$ cat config.mk
export PLATFORM = sky130hd
export DESIGN_NAME = vdp_top
export DESIGN_NICKNAME = d
export VERILOG_FILES = /design/src/design/vdp_pkg.sv /design/src/design/vdp_top.sv /design/src/design/vdp_video_result.sv /design/src/design/vdp_palette.sv /design/src/design/vdp_vram_writer.sv /design/src/design/vdp_register_decode.sv /design/src/design/vdp_raster_timing.sv
export SDC_FILE = /design/constraint.sdc
export NUM_CORES = 1
export LEC_CHECK = 0
export BUFFER_PORTS_ARGS = -buffer_cell sky130_fd_sc_hd__buf_4
export CAP_MARGIN = 20
export CORE_MARGIN = 4
export CORE_UTILIZATION = 55
export CTS_BUF_LIST = sky130_fd_sc_hd__clkbuf_8
export CTS_CLUSTER_SIZE = 28
export DETAILED_ROUTE_END_ITERATION = 8
export PLACE_DENSITY = 0.8
export SLEW_MARGIN = 30
export SYNTH_ARGS = -nofsm -noshare
export SYNTH_HDL_FRONTEND = slang
export SYNTH_SLANG_ARGS = --single-unit
$ cat constraint.sdc
create_clock -name clk -period 3.05 [get_ports clk]
set_input_delay 0.61 -clock clk [delete_from_list [all_inputs] [get_ports clk]]
set_output_delay 0.61 -clock clk [all_outputs]
set_load 0.1 [all_outputs]
$ cat src/design/vdp_pkg.sv
// Video display processor shared definitions
// Raster timing for 640x480, host register map and bus widths

`default_nettype none

package vdp_pkg;

    // Horizontal timing in pixels, blanking comes before active video
    localparam int H_ACTIVE = 640;
    localparam int H_FRONTPORCH = 16;
    localparam int H_SYNC = 96;
    localparam int H_BACKPORCH = 48;
    localparam int H_BLANK = H_FRONTPORCH + H_SYNC + H_BACKPORCH;
    localparam int H_TOTAL = H_ACTIVE + H_BLANK;

    // Vertical timing in lines
    localparam int V_ACTIVE = 480;
    localparam int V_FRONTPORCH = 11;
    localparam int V_SYNC = 2;
    localparam int V_BACKPORCH = 31;
    localparam int V_BLANK = V_FRONTPORCH + V_SYNC + V_BACKPORCH;
    localparam int V_TOTAL = V_ACTIVE + V_BLANK;

    // Bus widths
    localparam int RASTER_X_W = 12;
    localparam int RASTER_Y_W = 11;
    localparam int HOST_DATA_W = 16;
    localparam int REG_INDEX_W = 5;
    localparam int VRAM_ADDR_W = 14;
    localparam int VRAM_FULL_ADDR_W = 15;
    localparam int PALETTE_ADDR_W = 8;
    localparam int COLOR_W = 4;

    // Host register indices, low bits of host_address
    localparam logic [REG_INDEX_W-1:0] REG_PALETTE_ADDRESS = 5'd2;
    localparam logic [REG_INDEX_W-1:0] REG_PALETTE_DATA = 5'd3;
    localparam logic [REG_INDEX_W-1:0] REG_VRAM_ADDRESS = 5'd4;
    localparam logic [REG_INDEX_W-1:0] REG_VRAM_DATA = 5'd5;
    localparam logic [REG_INDEX_W-1:0] REG_VRAM_INCREMENT = 5'd6;

    // Address bit that selects raster y over raster x on reads
    localparam int READ_SELECT_BIT = 1;

    // Host VRAM write slot within each 8-pixel group
    localparam logic [2:0] VRAM_SLOT = 3'd7;

    // Palette entry used as the backdrop
    localparam logic [PALETTE_ADDR_W-1:0] BACKDROP_INDEX = 8'd0;

endpackage

`default_nettype wire
$ cat src/design/vdp_top.sv
// Video display processor top level
// Connects raster timing, host register decode, VRAM writer,
// palette and video result stage to the host, VRAM and VGA pins

`timescale 1ns/1ns
`default_nettype none

module vdp_top (
    input  logic                            clk,
    input  logic                            reset,

    // Host port
    input  logic [15:0]                     host_address,
    input  logic [15:0]                     host_write_data,
    input  logic                            host_write_en,
    input  logic                            host_read_en,
    output logic [15:0]                     host_read_data,
    output logic                            host_ready,

    // VGA output
    output logic [vdp_pkg::COLOR_W-1:0]     r,
    output logic [vdp_pkg::COLOR_W-1:0]     g,
    output logic [vdp_pkg::COLOR_W-1:0]     b,
    output logic                            vga_hsync,
    output logic                            vga_vsync,
    output logic                            active_display,
    output logic                            line_ended,
    output logic                            frame_ended,

    // VRAM write ports
    output logic [vdp_pkg::VRAM_ADDR_W-1:0] vram_address_even,
    output logic [15:0]                     vram_write_data_even,
    output logic                            vram_we_even,
    output logic [vdp_pkg::VRAM_ADDR_W-1:0] vram_address_odd,
    output logic [15:0]                     vram_write_data_odd,
    output logic                            vram_we_odd
);

    logic [vdp_pkg::RASTER_X_W-1:0] raster_x;
    logic [vdp_pkg::RASTER_Y_W-1:0] raster_y;

    logic palette_address_we;
    logic palette_data_we;
    logic vram_address_we;
    logic vram_data_we;
    logic vram_increment_we;
    logic read_strobe;
    logic read_y;
    logic vram_write_pending;

    logic [15:0] backdrop_color;

    vdp_raster_timing raster_timing_i (
        .clk            (clk),
        .reset          (reset),
        .raster_x       (raster_x),
        .raster_y       (raster_y),
        .hsync          (vga_hsync),
        .vsync          (vga_vsync),
        .active_display (active_display),
        .line_ended     (line_ended),
        .frame_ended    (frame_ended)
    );

    vdp_register_decode register_decode_i (
        .clk                (clk),
        .reset              (reset),
        .host_address       (host_address),
        .host_write_en      (host_write_en),
        .host_read_en       (host_read_en),
        .vram_write_pending (vram_write_pending),
        .host_ready         (host_ready),
        .palette_address_we (palette_address_we),
        .palette_data_we    (palette_data_we),
        .vram_address_we    (vram_address_we),
        .vram_data_we       (vram_data_we),
        .vram_increment_we  (vram_increment_we),
        .read_strobe        (read_strobe),
        .read_y             (read_y)
    );

    vdp_vram_writer vram_writer_i (
        .clk                  (clk),
        .reset                (reset),
        .write_data           (host_write_data),
        .vram_address_we      (vram_address_we),
        .vram_data_we         (vram_data_we),
        .vram_increment_we    (vram_increment_we),
        .raster_x             (raster_x),
        .vram_write_pending   (vram_write_pending),
        .vram_address_even    (vram_address_even),
        .vram_address_odd     (vram_address_odd),
        .vram_write_data_even (vram_write_data_even),
        .vram_write_data_odd  (vram_write_data_odd),
        .vram_we_even         (vram_we_even),
        .vram_we_odd          (vram_we_odd)
    );

    vdp_palette palette_i (
        .clk                (clk),
        .write_data         (host_write_data),
        .palette_address_we (palette_address_we),
        .palette_data_we    (palette_data_we),
        .backdrop_color     (backdrop_color)
    );

    vdp_video_result video_result_i (
        .clk            (clk),
        .read_strobe    (read_strobe),
        .read_y         (read_y),
        .raster_x       (raster_x),
        .raster_y       (raster_y),
        .active_display (active_display),
        .backdrop_color (backdrop_color),
        .host_read_data (host_read_data),
        .r              (r),
        .g              (g),
        .b              (b)
    );

endmodule

`default_nettype wire

$ cat src/design/vdp_video_result.sv
// Video result stage
// Host read-back of the raster position and blanked RGB output registers

`timescale 1ns/1ns
`default_nettype none

module vdp_video_result (
    input  logic                           clk,

    input  logic                           read_strobe,
    input  logic                           read_y,
    input  logic [vdp_pkg::RASTER_X_W-1:0] raster_x,
    input  logic [vdp_pkg::RASTER_Y_W-1:0] raster_y,

    input  logic                           active_display,
    input  logic [15:0]                    backdrop_color,

    output logic [15:0]                    host_read_data,
    output logic [vdp_pkg::COLOR_W-1:0]    r,
    output logic [vdp_pkg::COLOR_W-1:0]    g,
    output logic [vdp_pkg::COLOR_W-1:0]    b
);

    logic active_display_d;

    // Zero-extended raster position, held until the next read
    always_ff @(posedge clk) begin
        if (read_strobe) begin
            if (read_y) begin
                host_read_data <= {{(16 - vdp_pkg::RASTER_Y_W){1'b0}}, raster_y};
            end else begin
                host_read_data <= {{(16 - vdp_pkg::RASTER_X_W){1'b0}}, raster_x};
            end
        end
    end

    // Delay blanking to line up with the palette read stage
    always_ff @(posedge clk) begin
        active_display_d <= active_display;

        if (active_display_d) begin
            r <= backdrop_color[11:8];
            g <= backdrop_color[7:4];
            b <= backdrop_color[3:0];
        end else begin
            r <= '0;
            g <= '0;
            b <= '0;
        end
    end

endmodule

`default_nettype wire

$ cat src/design/vdp_palette.sv
// Palette RAM
// 256 x 16-bit colour entries with an auto-incrementing write address,
// backdrop entry read out every cycle

`timescale 1ns/1ns
`default_nettype none

module vdp_palette (
    input  logic        clk,

    input  logic [15:0] write_data,
    input  logic        palette_address_we,
    input  logic        palette_data_we,

    output logic [15:0] backdrop_color
);

    logic [vdp_pkg::PALETTE_ADDR_W-1:0] write_address;
    logic [15:0]                        palette_ram [0:(1 << vdp_pkg::PALETTE_ADDR_W)-1];

    // Address advances after every data write, wrapping at 256
    always_ff @(posedge clk) begin
        if (palette_address_we) begin
            write_address <= write_data[vdp_pkg::PALETTE_ADDR_W-1:0];
        end else if (palette_data_we) begin
            write_address <= write_address + 1'b1;
        end
    end

    always_ff @(posedge clk) begin
        if (palette_data_we) begin
            palette_ram[write_address] <= write_data;
        end
    end

    // Registered read, one cycle of latency
    always_ff @(posedge clk) begin
        backdrop_color <= palette_ram[vdp_pkg::BACKDROP_INDEX];
    end

endmodule

`default_nettype wire

$ cat src/design/vdp_vram_writer.sv
// VRAM host writer
// Holds the VRAM address, increment and data registers and issues
// each pending write to the even or odd bank in the next access slot

`timescale 1ns/1ns
`default_nettype none

module vdp_vram_writer (
    input  logic                            clk,
    input  logic                            reset,

    input  logic [15:0]                     write_data,
    input  logic                            vram_address_we,
    input  logic                            vram_data_we,
    input  logic                            vram_increment_we,

    input  logic [vdp_pkg::RASTER_X_W-1:0]  raster_x,

    output logic                            vram_write_pending,

    output logic [vdp_pkg::VRAM_ADDR_W-1:0] vram_address_even,
    output logic [vdp_pkg::VRAM_ADDR_W-1:0] vram_address_odd,
    output logic [15:0]                     vram_write_data_even,
    output logic [15:0]                     vram_write_data_odd,
    output logic                            vram_we_even,
    output logic                            vram_we_odd
);

    logic [vdp_pkg::VRAM_FULL_ADDR_W-1:0] full_address;
    logic [7:0]                           increment;
    logic [15:0]                          pending_data;
    logic                                 slot;
    logic                                 issue;
    logic                                 odd_bank;

    // One host slot per 8-pixel group
    assign slot = raster_x[2:0] == vdp_pkg::VRAM_SLOT;
    assign issue = vram_write_pending && slot;

    // Low address bit picks the bank
    assign odd_bank = full_address[0];

    always_ff @(posedge clk) begin
        if (reset) begin
            full_address <= '0;
            increment <= '0;
            vram_write_pending <= 1'b0;
            vram_we_even <= 1'b0;
            vram_we_odd <= 1'b0;
        end else begin
            vram_we_even <= issue && !odd_bank;
            vram_we_odd <= issue && odd_bank;

            if (vram_address_we) begin
                full_address <= write_data[vdp_pkg::VRAM_FULL_ADDR_W-1:0];
            end else if (issue) begin
                // Wraps modulo the full address range
                full_address <= full_address + {7'b0, increment};
            end

            if (vram_increment_we) begin
                increment <= write_data[7:0];
            end

            if (vram_data_we) begin
                vram_write_pending <= 1'b1;
            end else if (issue) begin
                vram_write_pending <= 1'b0;
            end
        end
    end

    // Data and word address, qualified by the write enables
    always_ff @(posedge clk) begin
        if (vram_data_we) begin
            pending_data <= write_data;
        end
        if (issue) begin
            vram_address_even <= full_address[vdp_pkg::VRAM_FULL_ADDR_W-1:1];
            vram_address_odd <= full_address[vdp_pkg::VRAM_FULL_ADDR_W-1:1];
            vram_write_data_even <= pending_data;
            vram_write_data_odd <= pending_data;
        end
    end

endmodule

`default_nettype wire

$ cat src/design/vdp_register_decode.sv
// Host register decoder
// Accepts host accesses while ready and turns the register index
// into per-register write strobes and a registered read strobe

`timescale 1ns/1ns
`default_nettype none

module vdp_register_decode (
    input  logic        clk,
    input  logic        reset,

    input  logic [15:0] host_address,
    input  logic        host_write_en,
    input  logic        host_read_en,

    input  logic        vram_write_pending,
    output logic        host_ready,

    output logic        palette_address_we,
    output logic        palette_data_we,
    output logic        vram_address_we,
    output logic        vram_data_we,
    output logic        vram_increment_we,

    output logic        read_strobe,
    output logic        read_y
);

    logic [vdp_pkg::REG_INDEX_W-1:0] reg_index;
    logic                            write_accept;
    logic                            read_accept;

    // Host stalls while a VRAM write waits for its slot
    assign host_ready = !vram_write_pending;

    assign reg_index = host_address[vdp_pkg::REG_INDEX_W-1:0];
    assign write_accept = host_write_en && host_ready;
    assign read_accept = host_read_en && host_ready;

    // Unknown indices fall through with no strobe
    assign palette_address_we = write_accept && reg_index == vdp_pkg::REG_PALETTE_ADDRESS;
    assign palette_data_we = write_accept && reg_index == vdp_pkg::REG_PALETTE_DATA;
    assign vram_address_we = write_accept && reg_index == vdp_pkg::REG_VRAM_ADDRESS;
    assign vram_data_we = write_accept && reg_index == vdp_pkg::REG_VRAM_DATA;
    assign vram_increment_we = write_accept && reg_index == vdp_pkg::REG_VRAM_INCREMENT;

    // Read data is captured one edge after acceptance
    always_ff @(posedge clk) begin
        if (reset) begin
            read_strobe <= 1'b0;
        end else begin
            read_strobe <= read_accept;
        end
    end

    always_ff @(posedge clk) begin
        read_y <= host_address[vdp_pkg::READ_SELECT_BIT];
    end

endmodule

`default_nettype wire

$ cat src/design/vdp_raster_timing.sv
// Raster timing generator
// Pixel and line counters for 640x480 with sync, active region
// and end-of-line / end-of-frame strobes

`timescale 1ns/1ns
`default_nettype none

module vdp_raster_timing (
    input  logic                           clk,
    input  logic                           reset,

    output logic [vdp_pkg::RASTER_X_W-1:0] raster_x,
    output logic [vdp_pkg::RASTER_Y_W-1:0] raster_y,

    output logic                           hsync,
    output logic                           vsync,
    output logic                           active_display,

    // Single-cycle strobes
    output logic                           line_ended,
    output logic                           frame_ended
);

    logic x_last;
    logic y_last;
    logic hsync_window;
    logic vsync_window;
    logic x_active;
    logic y_active;

    assign x_last = raster_x == vdp_pkg::H_TOTAL - 1;
    assign y_last = raster_y == vdp_pkg::V_TOTAL - 1;

    // Pixel counter wraps at end of line, line counter follows
    always_ff @(posedge clk) begin
        if (reset) begin
            raster_x <= '0;
            raster_y <= '0;
        end else if (x_last) begin
            raster_x <= '0;
            if (y_last) begin
                raster_y <= '0;
            end else begin
                raster_y <= raster_y + 1'b1;
            end
        end else begin
            raster_x <= raster_x + 1'b1;
        end
    end

    // Sync pulses sit between front porch and back porch
    assign hsync_window = raster_x >= vdp_pkg::H_FRONTPORCH &&
                          raster_x < vdp_pkg::H_FRONTPORCH + vdp_pkg::H_SYNC;
    assign vsync_window = raster_y >= vdp_pkg::V_FRONTPORCH &&
                          raster_y < vdp_pkg::V_FRONTPORCH + vdp_pkg::V_SYNC;

    // Negative polarity for both syncs in this mode
    assign hsync = !hsync_window;
    assign vsync = !vsync_window;

    // Active region follows the offscreen span on both axes
    assign x_active = raster_x >= vdp_pkg::H_BLANK;
    assign y_active = raster_y >= vdp_pkg::V_BLANK;
    assign active_display = x_active && y_active;

    assign line_ended = x_last;
    assign frame_ended = x_last && y_last;

endmodule

`default_nettype wire

---- Word level (Yosys, flattened, before mapping) ----
Memory sizes are Yosys's and may differ from the RTL's. A register that Yosys moved wholly into a read port is not among the register bits.
Cells that the tools add are included.
storage, ports and cells
  output and inout port bits .............. 96
  bits of input ports ..................... 36
  memories kept ........................... 1
  bits in registers ....................... 134
  logic and storage cells ................. 70
  RAM bits ................................ 4096
operators by class
  mux-type cells .......................... 10
  $add $sub $neg .......................... 4
  eq/ne operators ......................... 8
  $lt $le $gt $ge ......................... 6
  reduce and logical (&&, ||, !) cells .... 22
memories
  memory                 words  bits a word  rd ports  clocked after memory_dff  wr ports  line               source
  palette_i.palette_ram  256    16           1         1                         1         vdp_palette.sv:19  logic [15:0] palette_ram [0:(1 << vdp_pkg::PALETTE_ADDR_W)-1];
operators with widths
  operator                                                     count
  two-way mux 15 bit                                           2
  two-way mux 11 bit                                           2
  two-way mux 8 bit                                            2
  adder 15 x 8 -> 15 bit                                       1
  == test 5 x 3 -> 1 bit, second input constant                3
  logical AND 1 bit                                            14
  adder 12 x 1 -> 12 bit, second input constant                1
  == test 12 x 10 -> 1 bit, second input constant              1
  >= comparator 12 x 5 -> 1 bit, second input constant         1
  >= comparator 12 x 8 -> 1 bit, second input constant         1
  less-than comparator 12 x 7 -> 1 bit, second input constant  1
  adder 11 x 1 -> 11 bit, second input constant                1
  == test 11 x 10 -> 1 bit, second input constant              1
  >= comparator 11 x 4 -> 1 bit, second input constant         1
  >= comparator 11 x 6 -> 1 bit, second input constant         1
  less-than comparator 11 x 4 -> 1 bit, second input constant  1
  == test 5 x 2 -> 1 bit, second input constant                2
  adder 8 x 1 -> 8 bit, second input constant                  1
  nonzero test 2 bit                                           3
  zero test 1 bit                                              4
  two-way mux 1 bit                                            4
  == test 3 bit, second input constant                         1
  OR reduction 2 bit                                           1

---- Depth between registers and ports, before layout ----
  word-level depth ........................ 5
  depth in mapped cells ................... 9
  gate-level depth less buffers ........... 8

---- Cells and area by module ----
From an unflattened synthesis, not the netlist that was laid out.
second synthesis, totals
  cell total of the unflattened synthesis .. 539
  area, all modules ....................... 6591.3 µm²
by module, submodules not included
  module               area an instance (µm²)  instances  cells each  sequential area each (µm²)
  vdp_vram_writer      3051.7                  1          247         1901.8
  vdp_palette          1293.7                  1          81          1041.0
  vdp_raster_timing    1211.2                  1          142         460.4
  vdp_video_result     910.9                   1          56          620.6
  vdp_register_decode  123.9                   1          13          40.0

---- Worst setup path before layout ----
No wires, ideal clock.
  path kind ............................... reg2out
  start point ............................. register raster_timing_i.raster_x[5] (netlist name)
  end point ............................... output frame_ended
  data required time ...................... 2.440 ns
  slack ................................... 0.424 ns
  arrival ................................. 2.016 ns
  path buffers ............................ 2
  cell stages (with the launch flop) ...... 6
  path through ............................ dfxtp_1 -> buf_6 -> or4_4 -> nor4_4 -> buf_6 -> and2_2
on the way
  word-level cells in the longest chain between the ends .. 2
ends and longest elaborated chain
  element                   line                     source
  start: declaration        vdp_raster_timing.sv:12  output logic [vdp_pkg::RASTER_X_W-1:0] raster_x,
  start signal: assignment  vdp_raster_timing.sv:47  raster_x <= raster_x + 1'b1;
  == test 12 x 10 -> 1 bit  vdp_raster_timing.sv:31  assign x_last = raster_x == vdp_pkg::H_TOTAL - 1;
  via line_ended            vdp_top.sv:27            output logic line_ended,
  logical AND 1 bit         vdp_raster_timing.sv:67  assign frame_ended = x_last && y_last;
  end: declaration          vdp_top.sv:28            output logic frame_ended,
The timed path passes the listed nets, and every way through them passes these cells.

---- Worst setup path in the final report ----
  start point ............................. register raster_timing_i.raster_x[0] (netlist name)
  end point ............................... output line_ended
on the way
  word-level cells in the longest chain between the ends .. 1
ends and longest elaborated chain
  element                   line
  == test 12 x 10 -> 1 bit  vdp_raster_timing.sv:31
  end: declaration          vdp_top.sv:27
No other way between the ends.

==> out/qor.yml <==
outcome:
  status: "complete, no violations"
routing:
  via_per_inst: 5.62
  wl_per_cell_um: 17.2
  first_pass_iters: 5
  routed.top_layer: "met4"
  num_vias: 4422
  routed-wl-met3_um: 989
  drt_iter0_markers: 320
  met2_length_um: 6850
  drc: 0
  final_antenna_net_count: 0
  drt_wl_total_um: 13500
  met1Wirelength_um: 5420
die:
  ios: 132
  fp.dieH_um: 116
  core-area_um2: 11400
  die_w_um: 116
  start_util_pct: 56.1
  dieArea_um2: 13400
  rows: 39
pwr:
  power_density_nw_per_um2: 521
  comb_power_share_pct: 4.3
  switching_share_pct: 24.2
  p_leak_nw: 2.96
  clkPwrFrac_pct: 39.6
  power_switching_mw: 0.948
  p_int_mw: 2.97
  vdd_drop_max_mv: 0.491
  seqPwrFrac_pct: 56.1
  power_mw: 3.92
clock_tree:
  clkLatencyLatePin_ns: 0.46
  clock-sinks: 154
  hold_buffers: 0
  ctsHtreeMaxLevel: 4
  tritoncts: "done"
  cts_repair_resize_count: 0
  clk_pin_slew_worst_paths_ns: 0.08
  clock_path_buffers: 2
  cts-root-buf: "clkbuf_8"
  postCtsSetupRepairBufs: 0
  numCtsBuffers: 17
synth:
  synth_ff_type: "edfxtp_1"
  synthCells: 539
  yosysMostFrequentCell: "edfxtp_1"
  synth_seq_cells: 154
  ys_async_sr_fraction_pct: 0
  ys_top_cells_by_count: "78 x edfxtp_1, 76 x dfxtp_1, 45 x nor2_1, 35 x buf_4, 33 x nand2_1"
  ys_top_cells_by_area: "edfxtp_1 37%, dfxtp_1 24%, buf_4 4.1%, ha_1 2.9%, nor2_1 2.6%"
  yosysTopAreaCell: "edfxtp_1"
  ys_seq_area_share_pct: 60.3
  synth_area_um2: 6410
  synth_edf_count: 78
  yosys_warnings: 0
  synth_cell_type_count: 69
  synth_area_per_cell_um2: 11.9
  synth.top_cell.area_share_pct: 36.6
critical_path:
  cp_max_fo: 10
  critical_path_arrival_ns: 2.29
  crit_path_start: "raster_timing_i.raster_x[0]"
  crit_path_start_kind: "register"
  endpoint_kind: "output pin"
  worstPathRequired_ns: 2.44
  path_class: "register to output pin"
  timing.rr.start: "vram_writer_i.full_address[0]"
sta:
  finClkSkew_ns: 0.0120
  rsz0062_at_grt: "false"
  relSlewSlack_pct: 47.0
  finalHoldViolCount: 0
  worstMarginPinSlew_ns: 0.792
  finalCritPeriodShare_pct: 95.2
  fin_setup_tns_ns: 0
  setup_viol: 0
  timing.final.max_slew_violations: 0
  timing.hold.ws_ns: 0.313
  finalWorstPathRequiredPeriod_ns: 2.90
  max_freq_ghz: 0.345
grt:
  overflow: 0
  grt_pass1_vias: 4245
  grt_pass1_wl_um: 21000
  grt_util_all_layers_pct: 20.6
  antenna_found_initial: 0
  grt_max_degree: 35
cells_and_area:
  insertedDiodeCount: 0
  fin_nets: 683
  drive_gt1_share_pct: 29.2
  syn2layout_area_growth_pct: 17.6
placement:
  place_congestion: 0.899
  portBuffers: 116
  dpl.hpwl_um: 9560
min_path:
  hp-class: "primary input to register"
  min_from: "host_address[1]"
run:
  maxCapViolations: 0
through the flow:
| step | utilization (%) | instances | area (um^2) | setup slack (ns) |
|---|---|---|---|---|
| CTS | 66.0 | 787 | 7540 | 0.123 |
| finish | 66.0 | 787 | 7540 | 0.148 |
| floorplan | - | 542 | 6420 | 0.424 |
| global placement | 62.5 | 755 | 7140 | 0.498 |
| detailed placement | 62.5 | 755 | 7140 | 0.418 |
| global route | 66.0 | 787 | 7540 | 0.00293 |
state kept, by name, summed over array words and instances (netlist names), 11 cells and up:
name                                count
raster_timing_i.raster_y               11
vram_writer_i.pending_data             16
vram_writer_i.vram_write_data_even     16
raster_timing_i.raster_x               12
vram_writer_i.vram_address_even        14
video_result_i.host_read_data          12
palette_i.palette_ram                  12
vram_writer_i.full_address             15
palette_i.backdrop_color               12
cells in the final DEF, fill, tap and decap left out, drive strengths merged, types with 15 or more instances in the layout:
cell type | netlist | final
clkbuf | 8 | 17
buf | 44 | 124
nor2 | 45 | 45
nand3 | 21 | 21
edfxtp | 78 | 78
dfxtp | 76 | 76
nand2 | 34 | 34
o21ai | 30 | 30
a21oi | 20 | 20
and2 | 16 | 16
inv | 16 | 24
ha | 15 | 15
final cells by class:
cell class,count,area [um^2]
fill,844,3880
timing repair buffer,124,931
multi-input combinational,317,2100
inverter,17,63.8
sequential,154,3860
clock buffer,17,234
tap,143,179
clock inverter,15,166
layer usage:
layer	up-vias	global-route usage, %
met4	0	8.66
met2	184	35.7
li1	2086	-
met3	23	4.96
met5	-	0
met1	2129	24.5
kinds of logic after synthesis:
logic type                 after synthesis  synth area share, %
adders and majority gates               16                 3.24
xor gates and xnor gates                17                 2.32
buffers and inverters                   71                 7.13
other                                    1               0.0585
muxes                                   18                 3.01
DFF                                    154                 60.3
and+or+nand+nor                        168                 13.8
AOI/OAI and AO/OA                       94                 10.1
power by group through the flow:
stage          registers, mW  logic (mW)  clock network (mW)
2_1_floorplan           2.28      0.0775                   0
3_3_place_gp            2.25       0.164                   0
3_5_place_dp            2.25       0.167                   0
4_1_cts                 2.20       0.169                1.58
5_1_grt                 2.20       0.178                1.68
6_report                2.20       0.169                1.55
final timing paths:
kind | endpoint | slack, ns | cells after the start
hold reg to reg | palette_i.backdrop_color[11] | 0.35 | 0
hold / removal | register_decode_i.read_y | 0.31 | 1
setup / recovery | line_ended | 0.15 | 5
setup reg to reg | vram_writer_i.full_address[12] | 0.43 | 8
worst max-delay path: stages (launching register included):
cell and delay, ns:
dfxtp_1 0.41, ha_1 0.22, nand4_1 0.27, nor4_4 0.39
buf_4 0.24, buf_4 0.31
(Power assumes the default switching activity.)
